### src/openadc_pkg.sv
package openadc_pkg;

   // datapath and register widths
   localparam int ADC_WIDTH       = 12;
   localparam int REG_WIDTH       = 8;
   localparam int LEVEL_HI_WIDTH  = ADC_WIDTH - REG_WIDTH;  // level bits in the high register
   localparam int HEARTBEAT_WIDTH = 26;
   localparam int PWM_WIDTH       = 8;                      // accumulator is one bit wider

   // register map
   localparam logic [REG_WIDTH-1:0] ADDR_GAIN          = 8'd0;
   localparam logic [REG_WIDTH-1:0] ADDR_SETTINGS      = 8'd1;
   localparam logic [REG_WIDTH-1:0] ADDR_TRIG_LEVEL_LO = 8'd2;
   localparam logic [REG_WIDTH-1:0] ADDR_TRIG_LEVEL_HI = 8'd3;
   localparam logic [REG_WIDTH-1:0] ADDR_STATUS        = 8'd4;  // read only

   // settings fields
   localparam int SETTINGS_ARM_BIT    = 0;
   localparam int SETTINGS_SOURCE_BIT = 1;   // 1 = adc, 0 = test counter
   localparam int SETTINGS_LED_LSB    = 2;
   localparam int LED_SELECT_WIDTH    = 2;

   // status fields
   localparam int STATUS_ARMED_BIT     = 0;
   localparam int STATUS_TRIGGERED_BIT = 1;

   typedef enum logic [LED_SELECT_WIDTH-1:0] {
      LED_STATUS    = 2'd0,
      LED_HEARTBEAT = 2'd1,
      LED_SLOW      = 2'd2,
      LED_OFF       = 2'd3
   } led_mode_t;

   // heartbeat timer taps
   localparam int HB_LED_A_BIT = 24;
   localparam int HB_LED_B_BIT = 23;
   localparam int HB_SLOW_BIT  = 25;

   // register reset values
   localparam logic [PWM_WIDTH-1:0] GAIN_RESET       = '0;
   localparam logic [REG_WIDTH-1:0] SETTINGS_RESET   = '0;
   localparam logic [ADC_WIDTH-1:0] TRIG_LEVEL_RESET = '0;

endpackage

### src/openadc_cfg_if.sv
interface openadc_cfg_if;

   logic [openadc_pkg::PWM_WIDTH-1:0] gain;
   openadc_pkg::led_mode_t            led_select;
   logic                              arm;
   logic                              data_source_select;
   logic [openadc_pkg::ADC_WIDTH-1:0] trigger_level;
   logic                              triggered;   // single-shot latch from the trigger

   modport regs (
      output gain,
      output led_select,
      output arm,
      output data_source_select,
      output trigger_level,
      input  triggered
   );

   modport sample (
      input data_source_select
   );

   modport trigger (
      output triggered,
      input  arm,
      input  trigger_level
   );

   modport led (
      input led_select,
      input arm,
      input triggered
   );

endinterface

### src/reg_openadc.sv
module reg_openadc (
   input  logic                              clk_usb,
   input  logic                              reset,
   input  logic [openadc_pkg::REG_WIDTH-1:0] reg_address_i,
   input  logic [openadc_pkg::REG_WIDTH-1:0] reg_datai_i,
   input  logic                              reg_write_i,
   input  logic                              reg_read_i,
   output logic [openadc_pkg::REG_WIDTH-1:0] reg_datao_o,
   openadc_cfg_if.regs                       cfg
);

   logic [openadc_pkg::PWM_WIDTH-1:0]      gain_r;
   logic [openadc_pkg::REG_WIDTH-1:0]      settings_r;
   logic [openadc_pkg::REG_WIDTH-1:0]      trig_level_lo_r;
   logic [openadc_pkg::LEVEL_HI_WIDTH-1:0] trig_level_hi_r;
   logic [openadc_pkg::REG_WIDTH-1:0]      status;
   logic [openadc_pkg::REG_WIDTH-1:0]      read_value;

   // write decode
   always_ff @(posedge clk_usb) begin
      if (reset) begin
         gain_r          <= openadc_pkg::GAIN_RESET;
         settings_r      <= openadc_pkg::SETTINGS_RESET;
         trig_level_lo_r <= openadc_pkg::TRIG_LEVEL_RESET[openadc_pkg::REG_WIDTH-1:0];
         trig_level_hi_r <= openadc_pkg::TRIG_LEVEL_RESET[openadc_pkg::ADC_WIDTH-1:
                                                          openadc_pkg::REG_WIDTH];
      end
      else if (reg_write_i) begin
         case (reg_address_i)
            openadc_pkg::ADDR_GAIN: begin
               gain_r <= reg_datai_i[openadc_pkg::PWM_WIDTH-1:0];
            end
            openadc_pkg::ADDR_SETTINGS: begin
               settings_r <= reg_datai_i;
            end
            openadc_pkg::ADDR_TRIG_LEVEL_LO: begin
               trig_level_lo_r <= reg_datai_i;
            end
            openadc_pkg::ADDR_TRIG_LEVEL_HI: begin
               trig_level_hi_r <= reg_datai_i[openadc_pkg::LEVEL_HI_WIDTH-1:0]; // low nibble
            end
            default: begin
               // status and unmapped addresses ignore writes
            end
         endcase
      end
   end

   always_comb begin
      status = '0;
      status[openadc_pkg::STATUS_ARMED_BIT]     = settings_r[openadc_pkg::SETTINGS_ARM_BIT];
      status[openadc_pkg::STATUS_TRIGGERED_BIT] = cfg.triggered;
   end

   always_comb begin
      case (reg_address_i)
         openadc_pkg::ADDR_GAIN:          read_value = gain_r;
         openadc_pkg::ADDR_SETTINGS:      read_value = settings_r;
         openadc_pkg::ADDR_TRIG_LEVEL_LO: read_value = trig_level_lo_r;
         openadc_pkg::ADDR_TRIG_LEVEL_HI: begin
            read_value = {{(openadc_pkg::REG_WIDTH - openadc_pkg::LEVEL_HI_WIDTH){1'b0}},
                          trig_level_hi_r};
         end
         openadc_pkg::ADDR_STATUS:        read_value = status;
         default:                         read_value = '0;
      endcase
   end

   // data out only valid the cycle after a read strobe
   always_ff @(posedge clk_usb) begin
      if (reset) begin
         reg_datao_o <= '0;
      end
      else if (reg_read_i) begin
         reg_datao_o <= read_value;
      end
      else begin
         reg_datao_o <= '0;
      end
   end

   assign cfg.gain               = gain_r;
   assign cfg.arm                = settings_r[openadc_pkg::SETTINGS_ARM_BIT];
   assign cfg.data_source_select = settings_r[openadc_pkg::SETTINGS_SOURCE_BIT];
   assign cfg.led_select         = openadc_pkg::led_mode_t'(
      settings_r[openadc_pkg::SETTINGS_LED_LSB +: openadc_pkg::LED_SELECT_WIDTH]);
   assign cfg.trigger_level      = {trig_level_hi_r, trig_level_lo_r};

endmodule

### src/adc_sample_path.sv
module adc_sample_path (
   input  logic                              clk_usb,
   input  logic                              reset,
   input  logic [openadc_pkg::ADC_WIDTH-1:0] adc_data_i,
   openadc_cfg_if.sample                     cfg,
   output logic [openadc_pkg::ADC_WIDTH-1:0] sample_o
);

   logic [openadc_pkg::ADC_WIDTH-1:0] test_counter;
   logic [openadc_pkg::ADC_WIDTH-1:0] sample_pre_r;
   logic [openadc_pkg::ADC_WIDTH-1:0] sample_r;

   // free-running ramp, wraps naturally
   always_ff @(posedge clk_usb) begin
      if (reset) begin
         test_counter <= '0;
      end
      else begin
         test_counter <= test_counter + 1'b1;
      end
   end

   // two resample stages between the pins and the trigger
   always_ff @(posedge clk_usb) begin
      sample_pre_r <= cfg.data_source_select ? adc_data_i : test_counter;
      sample_r     <= sample_pre_r;
   end

   assign sample_o = sample_r;

endmodule

### src/adc_level_trigger.sv
module adc_level_trigger (
   input  logic                              clk_usb,
   input  logic                              reset,
   input  logic [openadc_pkg::ADC_WIDTH-1:0] sample_i,
   input  logic                              adc_trigger_active_i,
   openadc_cfg_if.trigger                    cfg,
   output logic                              trigger_adc_o
);

   logic armed_r;       // arm delayed one cycle
   logic triggered_r;
   logic level_met;
   logic arm_rise;

   // level msb picks the direction: set = above, clear = below
   always_comb begin
      if (cfg.trigger_level[openadc_pkg::ADC_WIDTH-1]) begin
         level_met = sample_i > cfg.trigger_level;
      end
      else begin
         level_met = sample_i < cfg.trigger_level;
      end
   end

   assign arm_rise = cfg.arm && !armed_r;

   always_ff @(posedge clk_usb) begin
      if (reset) begin
         armed_r       <= 1'b0;
         trigger_adc_o <= 1'b0;
         triggered_r   <= 1'b0;
      end
      else begin
         armed_r       <= cfg.arm;
         // latch is not set yet in the pulse cycle
         trigger_adc_o <= !triggered_r && !trigger_adc_o && adc_trigger_active_i
                          && armed_r && level_met;

         // one shot per arm
         if (trigger_adc_o) begin
            triggered_r <= 1'b1;
         end
         else if (arm_rise) begin
            triggered_r <= 1'b0;
         end
      end
   end

   assign cfg.triggered = triggered_r;

endmodule

### src/heartbeat_led.sv
module heartbeat_led (
   input  logic       clk_usb,
   input  logic       reset,
   openadc_cfg_if.led cfg,
   output logic       led_armed_o,
   output logic       led_capture_o
);

   logic [openadc_pkg::HEARTBEAT_WIDTH-1:0] timer_r;

   always_ff @(posedge clk_usb) begin
      if (reset) begin
         timer_r <= '0;
      end
      else begin
         timer_r <= timer_r + 1'b1;
      end
   end

   // led source mux
   always_comb begin
      case (cfg.led_select)
         openadc_pkg::LED_STATUS: begin
            led_armed_o   = cfg.arm;
            led_capture_o = cfg.triggered;
         end
         openadc_pkg::LED_HEARTBEAT: begin
            led_armed_o   = timer_r[openadc_pkg::HB_LED_A_BIT];
            led_capture_o = timer_r[openadc_pkg::HB_LED_B_BIT];
         end
         openadc_pkg::LED_SLOW: begin
            led_armed_o   = timer_r[openadc_pkg::HB_SLOW_BIT];   // both blink together
            led_capture_o = timer_r[openadc_pkg::HB_SLOW_BIT];
         end
         default: begin
            led_armed_o   = 1'b0;
            led_capture_o = 1'b0;
         end
      endcase
   end

endmodule

### src/openadc_interface.sv
module openadc_interface (
   input  logic                              clk_usb,
   input  logic                              reset,
   input  logic [openadc_pkg::REG_WIDTH-1:0] reg_address_i,
   input  logic [openadc_pkg::REG_WIDTH-1:0] reg_datai_i,
   input  logic                              reg_write_i,
   input  logic                              reg_read_i,
   output logic [openadc_pkg::REG_WIDTH-1:0] reg_datao_o,
   input  logic [openadc_pkg::ADC_WIDTH-1:0] adc_data_i,
   input  logic                              adc_trigger_active_i,
   output logic                              trigger_adc_o,
   output logic                              armed_and_ready_o,
   output logic                              led_armed_o,
   output logic                              led_capture_o,
   output logic                              amp_gain_o
);

   openadc_cfg_if cfg ();

   logic [openadc_pkg::ADC_WIDTH-1:0] sample;
   logic [openadc_pkg::PWM_WIDTH:0]   pwm_accumulator;

   reg_openadc u_reg_openadc (
      .clk_usb       (clk_usb),
      .reset         (reset),
      .reg_address_i (reg_address_i),
      .reg_datai_i   (reg_datai_i),
      .reg_write_i   (reg_write_i),
      .reg_read_i    (reg_read_i),
      .reg_datao_o   (reg_datao_o),
      .cfg           (cfg.regs)
   );

   adc_sample_path u_adc_sample_path (
      .clk_usb    (clk_usb),
      .reset      (reset),
      .adc_data_i (adc_data_i),
      .cfg        (cfg.sample),
      .sample_o   (sample)
   );

   adc_level_trigger u_adc_level_trigger (
      .clk_usb              (clk_usb),
      .reset                (reset),
      .sample_i             (sample),
      .adc_trigger_active_i (adc_trigger_active_i),
      .cfg                  (cfg.trigger),
      .trigger_adc_o        (trigger_adc_o)
   );

   heartbeat_led u_heartbeat_led (
      .clk_usb       (clk_usb),
      .reset         (reset),
      .cfg           (cfg.led),
      .led_armed_o   (led_armed_o),
      .led_capture_o (led_capture_o)
   );

   // gain pwm: carry out of a modulo-256 accumulator
   always_ff @(posedge clk_usb) begin
      if (reset) begin
         pwm_accumulator <= '0;
      end
      else begin
         pwm_accumulator <= {1'b0, pwm_accumulator[openadc_pkg::PWM_WIDTH-1:0]}
                            + {1'b0, cfg.gain};
      end
   end

   assign amp_gain_o        = pwm_accumulator[openadc_pkg::PWM_WIDTH];
   assign armed_and_ready_o = cfg.arm;   // software arm drives the sequencer directly

endmodule

### config.mk
export PLATFORM = sky130hd
export DESIGN_NAME = openadc_interface
export DESIGN_NICKNAME = d
export VERILOG_FILES = /design/src/openadc_pkg.sv /design/src/openadc_cfg_if.sv /design/src/reg_openadc.sv /design/src/adc_sample_path.sv /design/src/adc_level_trigger.sv /design/src/heartbeat_led.sv /design/src/openadc_interface.sv
export SDC_FILE = /design/constraint.sdc
export NUM_CORES = 1
export LEC_CHECK = 0
export ABC_AREA = 1
export BUFFER_PORTS_ARGS = -buffer_cell sky130_fd_sc_hd__clkbuf_2
export CAP_MARGIN = 20
export CORE_MARGIN = 1
export CORE_UTILIZATION = 45
export DETAILED_ROUTE_END_ITERATION = 16
export PLACE_DENSITY_LB_ADDON = 0.25
export SYNTH_ARGS = -nofsm -noshare
export SYNTH_HDL_FRONTEND = slang
export SYNTH_HIERARCHICAL = 1
export SYNTH_SLANG_ARGS = --single-unit
### constraint.sdc
create_clock -name clk_usb -period 1.6 [get_ports clk_usb]
set_input_delay 0.32 -clock clk_usb [delete_from_list [all_inputs] [get_ports clk_usb]]
set_output_delay 0.32 -clock clk_usb [all_outputs]
set_load 0.02 [all_outputs]
After elaboration in Yosys (flattened, before gate mapping)
Index checks and enable logic that the tools add are counted.
{ "totals": {"ff_bits": 110, "inputBits": 33, "out_inout_bits": 13, "word_cells": 48} }
{ "op_classes": {"n_addsub": 3, "order_cmp": 2, "eq_ne": 6, "muxes": 7, "bitwise_logic": 1, "n_reduce_logical": 16} }
{ "ops": {"columns": ["op", "count"], "rows": [
  ["case mux 8 bit (5 select lines)", 1],
  ["adder 26 x 1 -> 26 bit (second input constant)", 1],
  ["== test 8 x 2 -> 1 bit (second input constant)", 2],
  ["adder 12 x 1 -> 12 bit (second input constant)", 1],
  ["> comparator 12 bit", 1],
  ["< comparator 12 bit", 1],
  ["2-to-1 mux 12 bit", 1],
  ["adder 8 x 8 -> 9 bit", 1],
  ["== test 8 x 1 -> 1 bit (second input constant)", 1],
  ["== test 8 x 3 -> 1 bit (second input constant)", 1],
  ["zero test 8 bit", 1],
  ["AND reduction 2 bit", 4],
  ["case mux 1 bit (3 select lines)", 2],
  ["logical AND 1 bit", 5],
  ["zero test 1 bit", 3],
  ["2-to-1 mux 1 bit", 3],
  ["== test 2 x 1 -> 1 bit (second input constant)", 1],
  ["== test 2 bit (second input constant)", 1],
  ["zero test 2 bit", 1],
  ["nonzero test 2 bit", 1],
  ["OR reduction 2 bit", 1],
  ["NOT 1 bit", 1]
]} }

Depth between registers and ports, before layout
Gate-level depths: netlist of run 1.
{ "depth": {"depth_word": 5, "mapped_depth": 12, "depth_no_buf": 12} }

Cells and area by module
The synthesis of run 1 kept the hierarchy.
{ "modules_own_cells": {"columns": ["module", "instances", "cells_each", "area_per_inst_um2", "seq_area_each_um2"], "rows": [
  ["reg_openadc", 1, 228, 1697.9, 720.7],
  ["heartbeat_led", 1, 197, 1342.5, 520.5],
  ["adc_sample_path", 1, 124, 1148.6, 720.7],
  ["openadc_interface", 1, 84, 581.8, 180.2],
  ["adc_level_trigger", 1, 75, 461.7, 60.1]
]} }

Worst setup path after synthesis of run 1
Ideal clock, no wire load.
{ "synth_path": {"path_type": "reg2reg", "start": "register u_reg_openadc.gain_r (netlist bit u_reg_openadc/cfg.gain[0])", "end": "register pwm_accumulator[4] (netlist name)", "setup_ps": 113, "arrival_ps": 1285, "t_required_ps": 1487, "slack_ps": 203, "path_stages_with_launch": 8, "path_buffers": 0, "period_less_slack_ps": 1397, "path_cell_list": "dfxtp_1 -> ha_1 -> fa_1 -> nand2_1 -> nand2_1 -> and2_1 -> nor2_1 -> nor2_1"} }
{ "synth_between": {"elab_chain_cells": 1} }
{ "synth_rtl": {"columns": ["element", "line", "text"], "rows": [
  ["start, declared", "reg_openadc.sv:12", "logic [openadc_pkg::PWM_WIDTH-1:0] gain_r;"],
  ["start signal, assigned", "reg_openadc.sv:22", "gain_r <= openadc_pkg::GAIN_RESET;"],
  ["start signal, assigned", "reg_openadc.sv:31", "gain_r <= reg_datai_i[openadc_pkg::PWM_WIDTH-1:0];"],
  ["adder 8 x 8 -> 9 bit", "openadc_interface.sv:66", "+ {1'b0, cfg.gain};"],
  ["end signal, assigned", "openadc_interface.sv:65", "pwm_accumulator <= {1'b0, pwm_accumulator[openadc_pkg::PWM_WIDTH-1:0]}"],
  ["end, declared", "openadc_interface.sv:21", "logic [openadc_pkg::PWM_WIDTH:0] pwm_accumulator;"]
]} }
Every way passes these cells.
A chain may end at the register's enable or synchronous reset.

Final worst setup path of run 1
{ "layout_path": {"start": "register u_reg_openadc/settings_r[2] (netlist name)", "end": "output led_armed_o"} }
{ "layout_between": {"elab_chain_cells": 2, "elab_cells_between_ends": 4, "classes_between": "eq/ne (2); mux (1); reduce/logical (1)"} }
{ "layout_rtl": {"columns": ["element", "line", "text"], "rows": [
  ["start, declared", "reg_openadc.sv:13", "logic [openadc_pkg::REG_WIDTH-1:0] settings_r;"],
  ["start signal, assigned", "reg_openadc.sv:23", "settings_r <= openadc_pkg::SETTINGS_RESET;"],
  ["start signal, assigned", "reg_openadc.sv:34", "settings_r <= reg_datai_i;"],
  ["== test 2 bit (tied with other cells)", "heartbeat_led.sv:22", "case (cfg.led_select)"],
  ["case mux 1 bit (3 select lines) *", "heartbeat_led.sv:22", null],
  ["end, declared", "openadc_interface.sv:13", "output logic led_armed_o,"]
]} }
Every way passes the cells marked *; elsewhere a longest branch is shown, timed or not.

==> run summary, run 1 <==
After clock tree synthesis, the clock-pin slew on the worst setup and hold paths is 0.07 ns. For this design, the sink count on the clock tree is 110. For this run, the top clock speed supported by timing is 672 MHz. The number of cells on the worst reg-to-reg path is 11.

The count of synthesis-stage warnings from yosys was 6; the final core area utilization was 0.519. The number of global-route vias before repair was 4128; the number of vias per cell was 4.90. The run gives 0 as the number of max-capacitance violations reported. The area overhead of the layout relative to synthesis was 12.8%; the total standard cell area after synthesis was 0.00523 mm2. After floorplanning, the core was sized to cover 0.0114 mm2. A synthesized cell averages 7.39 um2. Port buffering added 45 buffers.

Once the clock tree was built, the resizer swapped 0 gates to a different size. Measured along the x axis, the die boundary spans 110 um. The first global-routing pass estimated 18.4 mm of wire. For the clock latency on the worst-skew pair, the log shows 0.35 ns.

After detailed routing, the number of remaining DRC violations is 0. By startpoint and endpoint, the worst setup path is classified as flip-flop to output port. The filler cells instantiated in the layout total 1091. Overall fraction of global-route tracks in use: 0.198. The count of nets left with antenna violations after detail routing was 0.

The maximum fanout along the worst path was 5; the fraction of layout cells with a size suffix above 1 was 0.161. The clock tree synthesis step divided the H-tree into 3 levels. The setup check on the worst reg-to-reg path leaves a slack of 0.16 ns. Counting flops and latches in the post-synthesis netlist gives 110. The die covers 0.0121 mm2. The worst flop-to-flop path startpoint is u_reg_openadc/trig_level_hi_r[1]$_SDFFE_PP0P_. Counting every net in the synthesized netlist gives 764.

At the worst endpoint, the arrival time is 1.17 ns. The last weighted congestion value of the routability-driven placer is 0.897. Summed over all layers, the routed wires come to 10.9 mm.

The tightest slew margin relative to the limit came out at 0.706. Total count of max-transition violations in the final report: 0. The initial standard-cell utilization of the core was 0.460; the maximum clock insertion buffer count was 2. The flow ran to the end, and the final reports show no timing, DRC or antenna violations. Excluding fillers, the count of instances in the completed layout stands at 907. The run gives 0 as the number of buffers added for setup after CTS.

For this run, the detailed router's first-pass iteration total came to 5. The library cell used most frequently in the layout, excluding fill and tap cells, is sky130_fd_sc_hd__nand2_1. 46 I/O pins were placed. Actual transition at the worst max-transition pin: 0.441 ns. The path type of the worst min-delay path is input pin to flip-flop. The post-synthesis cell type count is 37. The initialized floorplan defines 39 standard-cell rows. The net count of the finished layout is 815. The number of antenna diodes in the final layout is 0.

Hold-critical path depth: 3. TritonCTS built the clock tree. Synthesis handed over a netlist of 708 instances. For the number of antenna violations at the first check in global routing, the log shows 0. In this run the vertical extent of the chip is 110 um.

For this block, the initial DRC count from the detailed router was 322. In this run the static leakage power is 2.53 nW. After detailed routing, the average wire length per cell comes to 12.1 um. Setup repair after global routing left no endpoint under its margin.

The worst hold path terminates at u_adc_sample_path/sample_pre_r[11]$_DFF_P_. The period utilization came out at 0.930. The library cells used most frequently in the layout, excluding fill and tap cells, are sky130_fd_sc_hd__nand2_1, sky130_fd_sc_hd__nor2_1, sky130_fd_sc_hd__dfxtp_1, sky130_fd_sc_hd__inv_1, sky130_fd_sc_hd__nand3_1. The CTS buffer count came out at 9.

The final hold violation count was 0. The final critical path time including I/O delays and setup came out at 1.49 ns. The beginning of the critical path is u_reg_openadc/settings_r[2]$_SDFFE_PP0P_. In this run the power density over the cells is 868 mW/mm2. The number of buffers inserted by hold repair at cts came out at 0. The tools report the capture instance of the worst register-to-register path as u_adc_level_trigger/trigger_adc_o$_SDFF_PP0_. After global routing the overflow that remains totals 0. Entering global routing, the biggest net connects 22 pins.

The routed layout has 4440 vias. Nature of the critical path startpoint: a flip-flop. The total instance count after detailed placement was 891.

For the count of final setup violators, the log shows 0. STA classifies the critical path endpoint as an output port. For the sum of negative setup slack, the log shows 0 ns. The tools report the proportion of synthesized chip area in sequential cells as 0.421.

The worst endpoint required time came out at 1.28 ns. In this run the most critical hold path is launched from adc_data_i[11]. Clock skew on the completed layout was measured at 0.00617 ns. The post-DP HPWL was 8.56 mm. IR analysis of the VDD net gives a maximum drop of 0.000658 V. The root buffer cell chosen for the clock tree is sky130_fd_sc_hd__clkbuf_16.
## cells by family after synthesis
logic type / after synthesis / synth area share
AO/OA/AOI/OAI: 76 / 0.0748
XOR/XNOR: 7 / 0.0117
adder cells (fa/ha/maj): 23 / 0.0564
buffers and inverters: 94 / 0.0746
flip-flops: 110 / 0.421
multiplexers: 4 / 0.00861
AND/OR/NAND/NOR: 394 / 0.353
## power breakdown
part / switching (mW) / leakage [nW] / total (mW) / internal, mW
combinational: 0.159 / 1.50 / 0.250 / 0.0912
sequential: 0.0168 / 0.889 / 2.78 / 2.76
clock: 0.951 / 0.140 / 2.09 / 1.14
## per-stage QoR
step | cell area (um2) | setup slack [ns] | power [mW] | hold WS, ns
finish | 5900 | 0.111 | 5.12 | 0.185
global route | 5900 | 0.0124 | 5.34 | 0.191
CTS | 5890 | 0.0256 | 5.17 | 0.181
detailed placement | 5620 | 0.0850 | 3.09 | 0.312
global placement | 5620 | 0.147 | 3.09 | 0.313
floorplan | 5230 | 0.203 | 2.99 | 0.310
## synth_stat cells (all sizes together)
cell	count	area [um2]
clkinv	2	12.5
nand2	170	686
or2	1	8.76
nand3	63	338
fa	1	20.0
o21ai	31	155
a21o	1	7.51
o21a	2	15.0
inv	79	297
nand4	6	37.5
clkbuf	5	18.8
buf	8	62.6
dfxtp	110	2200
ha	22	275
nor2	144	701
nor3	3	26.3
nand3b	3	22.5
xor2	7	61.3
mux2	4	45.0
a21oi	42	214
and2	4	27.5
## sequential cells by signal, summed over array words and instances, names as in the netlist
register	flops
u_adc_sample_path/sample_pre_r	12
u_reg_openadc/cfg.gain	8
u_reg_openadc/reg_datao_o	8
u_heartbeat_led/timer_r	26
u_reg_openadc/trig_level_hi_r	4
pwm_accumulator	9
u_reg_openadc/settings_r	8
u_adc_level_trigger/trigger_adc_o	1
u_adc_level_trigger/armed_r	1
u_adc_sample_path/sample_o	12
u_reg_openadc/trig_level_lo_r	8
u_adc_sample_path/test_counter	12
u_adc_level_trigger/cfg.triggered	1
## layer usage
layer | GRT usage | wire [um] | vias to the layer above
met3 | 0.0451 | 433 | 8
met2 | 0.325 | 5100 | 77
li1 | - | - | 2343
met1 | 0.256 | 5290 | 2012
met4 | 0.0610 | 114 | 0
met5 | 0 | 0 | -
## worst max-delay path: stages, from the launching register on
cell and delay, ns:
sky130_fd_sc_hd__dfxtp_2 0.35, sky130_fd_sc_hd__inv_1 0.09, sky130_fd_sc_hd__nand3_1 0.09, sky130_fd_sc_hd__nand3_1 0.12, sky130_fd_sc_hd__clkbuf_2 0.18
## worst max-delay path by stage
stage                                               end  slack [ns]
after floorplan           pwm_accumulator[4]$_SDFF_PP0_        0.20
after global placement    pwm_accumulator[6]$_SDFF_PP0_        0.15
after detailed placement  pwm_accumulator[6]$_SDFF_PP0_        0.09
after CTS                                   led_armed_o        0.03
after global routing      pwm_accumulator[6]$_SDFF_PP0_        0.01
final                                       led_armed_o        0.11
## area by class of cell
class	instances	area, um2	area share
multi-input cells	504	2650	0.448
flip-flops and latches	110	2200	0.374
inverters	81	309	0.0524
repair buffers	53	285	0.0483
clock buffers	13	260	0.0441
well taps	143	179	0.0303
clock inverters	3	18.8	0.00318
(Power assumes the default switching activity.)
==> run 2: changes to the inputs <==
--- a/config.mk
+++ b/config.mk
@@ -6,5 +6,5 @@
 export NUM_CORES = 1
 export LEC_CHECK = 0
-export ABC_AREA = 1
+export ABC_AREA = 0
 export BUFFER_PORTS_ARGS = -buffer_cell sky130_fd_sc_hd__clkbuf_2
 export CAP_MARGIN = 20
==> constraint.sdc (replaced) <==
create_clock -name clk_usb -period 1.6 [get_ports clk_usb]
set_input_delay 0.24 -clock clk_usb [delete_from_list [all_inputs] [get_ports clk_usb]]
set_output_delay 0.24 -clock clk_usb [all_outputs]
set_load 0.02 [all_outputs]
==> run 2 against run 1 <==
  * The flow now finishes with violations (setup timing)
  * Via count fell by 13%
  * Sequential power barely moved
  * Wire length fell by 0.89%
  * Largest power group unchanged
==> run summary, run 2 <==
The smallest setup slack after layout is -0.0826 ns (-0.194 ns), and the area overhead of the layout relative to synthesis is 26.9%. Total count of max-transition violations in the final report: 0 (unchanged). For the maximum clock frequency, the log shows 594 MHz (-12%). The path type of the worst min-delay path was input pin to flip-flop. The number of ports placed on the die boundary was 46 (unchanged).

The logs give 0.594 (+0.0751) for the final core area utilization and 1.95 ns (+0.78 ns) for the critical path data arrival time. The classification of the worst setup path was flip-flop to flip-flop. Broken down by cell family, the worst path's largest delay share belongs to compound AO/OA/AOI/OAI gates.

For the count of final setup violators, the log shows 10 (+10). The flip-flop count of the largest register after layout was 26 (unchanged). The library cell used most frequently in the layout, excluding fill and tap cells, is sky130_fd_sc_hd__dfxtp_1. The synthesized area divided by synthesized cell count came out at 9.90 um2 (+34%). The actual transition at the worst max-transition pin was 0.472 ns (+0.0317 ns); the total nets after synthesis was 551 (-28%).

The run gives 7.52 mm (-12%) as the post-DP HPWL. The number of iterations in the first detailed-routing pass came out at 4 (-1). For the initial standard-cell utilization of the core, the log shows 0.468 (+0.00809).

Setup repair after global routing could not meet its margin everywhere. The clock edge transition at the registers on the reported setup and hold paths is 0.10 ns (+0.03 ns), and the overall routed net length is 10.8 mm (-0.89%). The period utilization is 1.05 (+0.121), and the worst hold-check slack is 0.0977 ns (-0.0872 ns). The slowest stage of the critical path is the sky130_fd_sc_hd__dfxtp_2 cell.

CTS buffer count: 9 (unchanged). The logs give 0 (unchanged) for the final hold violation count and 3836 (-7.1%) for the number of global-route vias before repair. Remaining routing DRC violations: 0 (unchanged).

The checks that failed: setup timing. The run gives 2.57 nW (+1.6%) as the leakage power figure. Floorplan die width: 106 um (-3.2%).

The number of port buffers was 45 (unchanged). The tools report the clock latency on the worst-skew pair as 0.37 ns (+0.02 ns). The fraction of registers with async set or reset after synthesis was 0 (unchanged). The sum of negative setup slack is -0.324 ns (-0.324 ns), and the number of diodes is 0 (unchanged). The number of vias per cell works out to 5.24 (+7.0%). The count of H-tree levels built during CTS was 3 (unchanged); the fraction of layout cells with a size suffix above 1 was 0.369 (+0.208). The number of max-capacitance violations reported is 0 (unchanged), and the number of flip-flops and latches in the synthesized netlist is 110 (unchanged). The tools report the total standard cell area after synthesis as 0.00490 mm2 (-6.4%).

The final routed wire length divided by cell count works out to 14.7 um (+22%). The post-synthesis cell type count is 53 (+43%), and the maximum clock skew at final layout is 0.0115 ns (+0.00530 ns). The number of antenna violations at the first check in global routing is 0 (unchanged).

The largest register by flop count was u_heartbeat_led/timer_r. The logs give 0.198 (about the same) for the overall fraction of global-route tracks in use and 0.449 (+0.0286) for the proportion of synthesized chip area in sequential cells. The signal on the critical path passes through ha_4 > fa_2 > a21o_1 > a311oi_1 > nor2_1 > o31a_1.

For the maximum clock insertion buffer count, the log shows 2 (unchanged). The most common flop cell mapped by yosys is sky130_fd_sc_hd__dfxtp_1. The total die area was 0.0113 mm2 (-6.2%). TritonCTS built the clock tree.

For the number of vias after detailed routing, the log shows 3860 (-13%). The tools report the core region area as 0.0105 mm2 (-8.0%). After synthesis, the most frequently instantiated cells are sky130_fd_sc_hd__dfxtp_1, sky130_fd_sc_hd__nand2b_1, sky130_fd_sc_hd__mux2i_1.

The library cells used most frequently in the layout, excluding fill and tap cells, are sky130_fd_sc_hd__dfxtp_1, sky130_fd_sc_hd__buf_4, sky130_fd_sc_hd__clkbuf_2, sky130_fd_sc_hd__nand2b_1, sky130_fd_sc_hd__mux2i_1. Of all cell types, the one taking the most synthesized area is sky130_fd_sc_hd__dfxtp_1. The height of the die is 106 um (-3.2%), and the cell count after synthesis is 495 (-30%). The tools report the count of synthesis-stage warnings from yosys as 6 (unchanged). The largest vdd supply drop was 0.000705 V (+7.1%). The area share of the largest cell type after synthesis was 0.449 (+0.0286); the final net count was 652 (-20%). Clock tree synthesis selected as its root buffer the cell sky130_fd_sc_hd__clkbuf_8. Sum of buffers and inverters on the critical path: 0 (-2). The violation count after the first detailed-routing iteration is 111 (-66%).

By area the synthesized netlist is led by sky130_fd_sc_hd__dfxtp_1, sky130_fd_sc_hd__mux2i_1, sky130_fd_sc_hd__ha_1. The number of buffers inserted by hold repair at cts came out at 0 (unchanged). The logs give 0.839 (-6.4%) for the last weighted congestion value of the routability-driven placer and 0.681 (-0.0252) for the tightest slew margin relative to the limit. The peak per-stage delay on the critical path is 0.35 ns (about the same), and the worst endpoint required time is 1.87 ns (+0.59 ns).

The endpoint type of the worst setup path was a flip-flop. For the largest net degree at the start of global routing, the log shows 56 (+150%). The number of flops mapped to enable cells by yosys was 0 (unchanged). The tools report the first-pass GRT wire length as 17.7 mm (-3.9%). Total congestion overflow after global routing: 0 (unchanged). In the post-synthesis netlist, the cell with the most instances is sky130_fd_sc_hd__dfxtp_1. The power per standard cell area is 745 mW/mm2 (-14%), and the final critical path time including I/O delays and setup is 1.68 ns (+0.194 ns). The placement row count was 37 (-5.1%); the maximum fanout along the worst path was 3 (-2).

The tools report the total power draw as 4.63 mW (-9.6%). The tools report the clock sink count as 110 (unchanged). The run finished, with violations left. The count of nets left with antenna violations after detail routing was 0 (unchanged). STA classifies the critical path startpoint as a flip-flop.
[run 2: cells by family after synthesis]
| logic type | synth area share |
|---|---|
| XOR/XNOR | 0.0357 |
| buffers and inverters | 0.0322 |
| AO/OA/AOI/OAI | 0.0827 |
| multiplexers | 0.120 |
| flip-flops | 0.449 |
| AND/OR/NAND/NOR | 0.220 |
| adder cells (fa/ha/maj) | 0.0603 |
[run 2: what timing repair did]
action / in CTS / in global routing
pin swaps: 14 / 25
gates resized for setup: 23 / 47
endpoints found under the setup margin: 16 / 18
buffers inserted: 8 / 2
[run 2: layer usage]
metal / share of wire / wire length, um / global-route usage / vias to the layer above
met1: 0.47 / 5120 / 0.250 / 1823
met3: 0.033 / 359 / 0.0386 / 13
met5: 0 / 0 / 0 / -
met4: 0.015 / 165 / 0.0635 / 0
li1: - / - / - / 1952
met2: 0.48 / 5200 / 0.337 / 72
[run 2: metrics by stage]
stage / worst slack, ns / instances / instance area (um2)
2_1_floorplan: -0.0144 / 495 / 4990
3_3_place_gp: -0.109 / 711 / 5710
3_5_place_dp: -0.133 / 711 / 5710
4_1_cts: -0.0720 / 735 / 6020
5_1_grt: -0.172 / 737 / 6220
6_report: -0.0826 / 737 / 6220
[run 2: worst register-to-register path, stage by stage (launching register included)]
cell and delay [ns]:
sky130_fd_sc_hd__dfxtp_2 0.35, sky130_fd_sc_hd__ha_4 0.16, sky130_fd_sc_hd__fa_2 0.34, sky130_fd_sc_hd__a21o_1 0.19, sky130_fd_sc_hd__a311oi_1 0.22, sky130_fd_sc_hd__nor2_1 0.09
sky130_fd_sc_hd__o31a_1 0.23
[run 2: final timing paths]
check | slack, ns | from | endpoint | cells past startpoint
worst max-delay path | -0.08 | u_reg_openadc/cfg.gain[0]$_SDFFE_PP0P_ | pwm_accumulator[8]$_SDFF_PP0_ | 6
worst min-delay path | 0.1 | adc_data_i[10] | u_adc_sample_path/sample_pre_r[10]$_DFF_P_ | 3
worst max register to register | -0.08 | u_reg_openadc/cfg.gain[0]$_SDFFE_PP0P_ | pwm_accumulator[8]$_SDFF_PP0_ | 6
worst min register to register | 0.33 | u_adc_sample_path/sample_pre_r[9]$_DFF_P_ | u_adc_sample_path/sample_o[9]$_DFF_P_ | 0
[run 2: power breakdown]
group	leakage [nW]	total (mW)	switching (mW)	internal, mW
Sequential	0.903	2.78	0.0197	2.76
Combinational	1.58	0.262	0.126	0.135
Clock	0.0930	1.59	0.926	0.660
[run 2: layout make-up]
type,instances,area [um2]
Clock buffer,12,155
Clock inverter,4,30.0
Fill cell,908,4250
Inverter,16,60.1
Multi-Input combinational cell,348,2800
Sequential cell,110,2240
Tap cell,136,170
Timing Repair Buffer,111,761
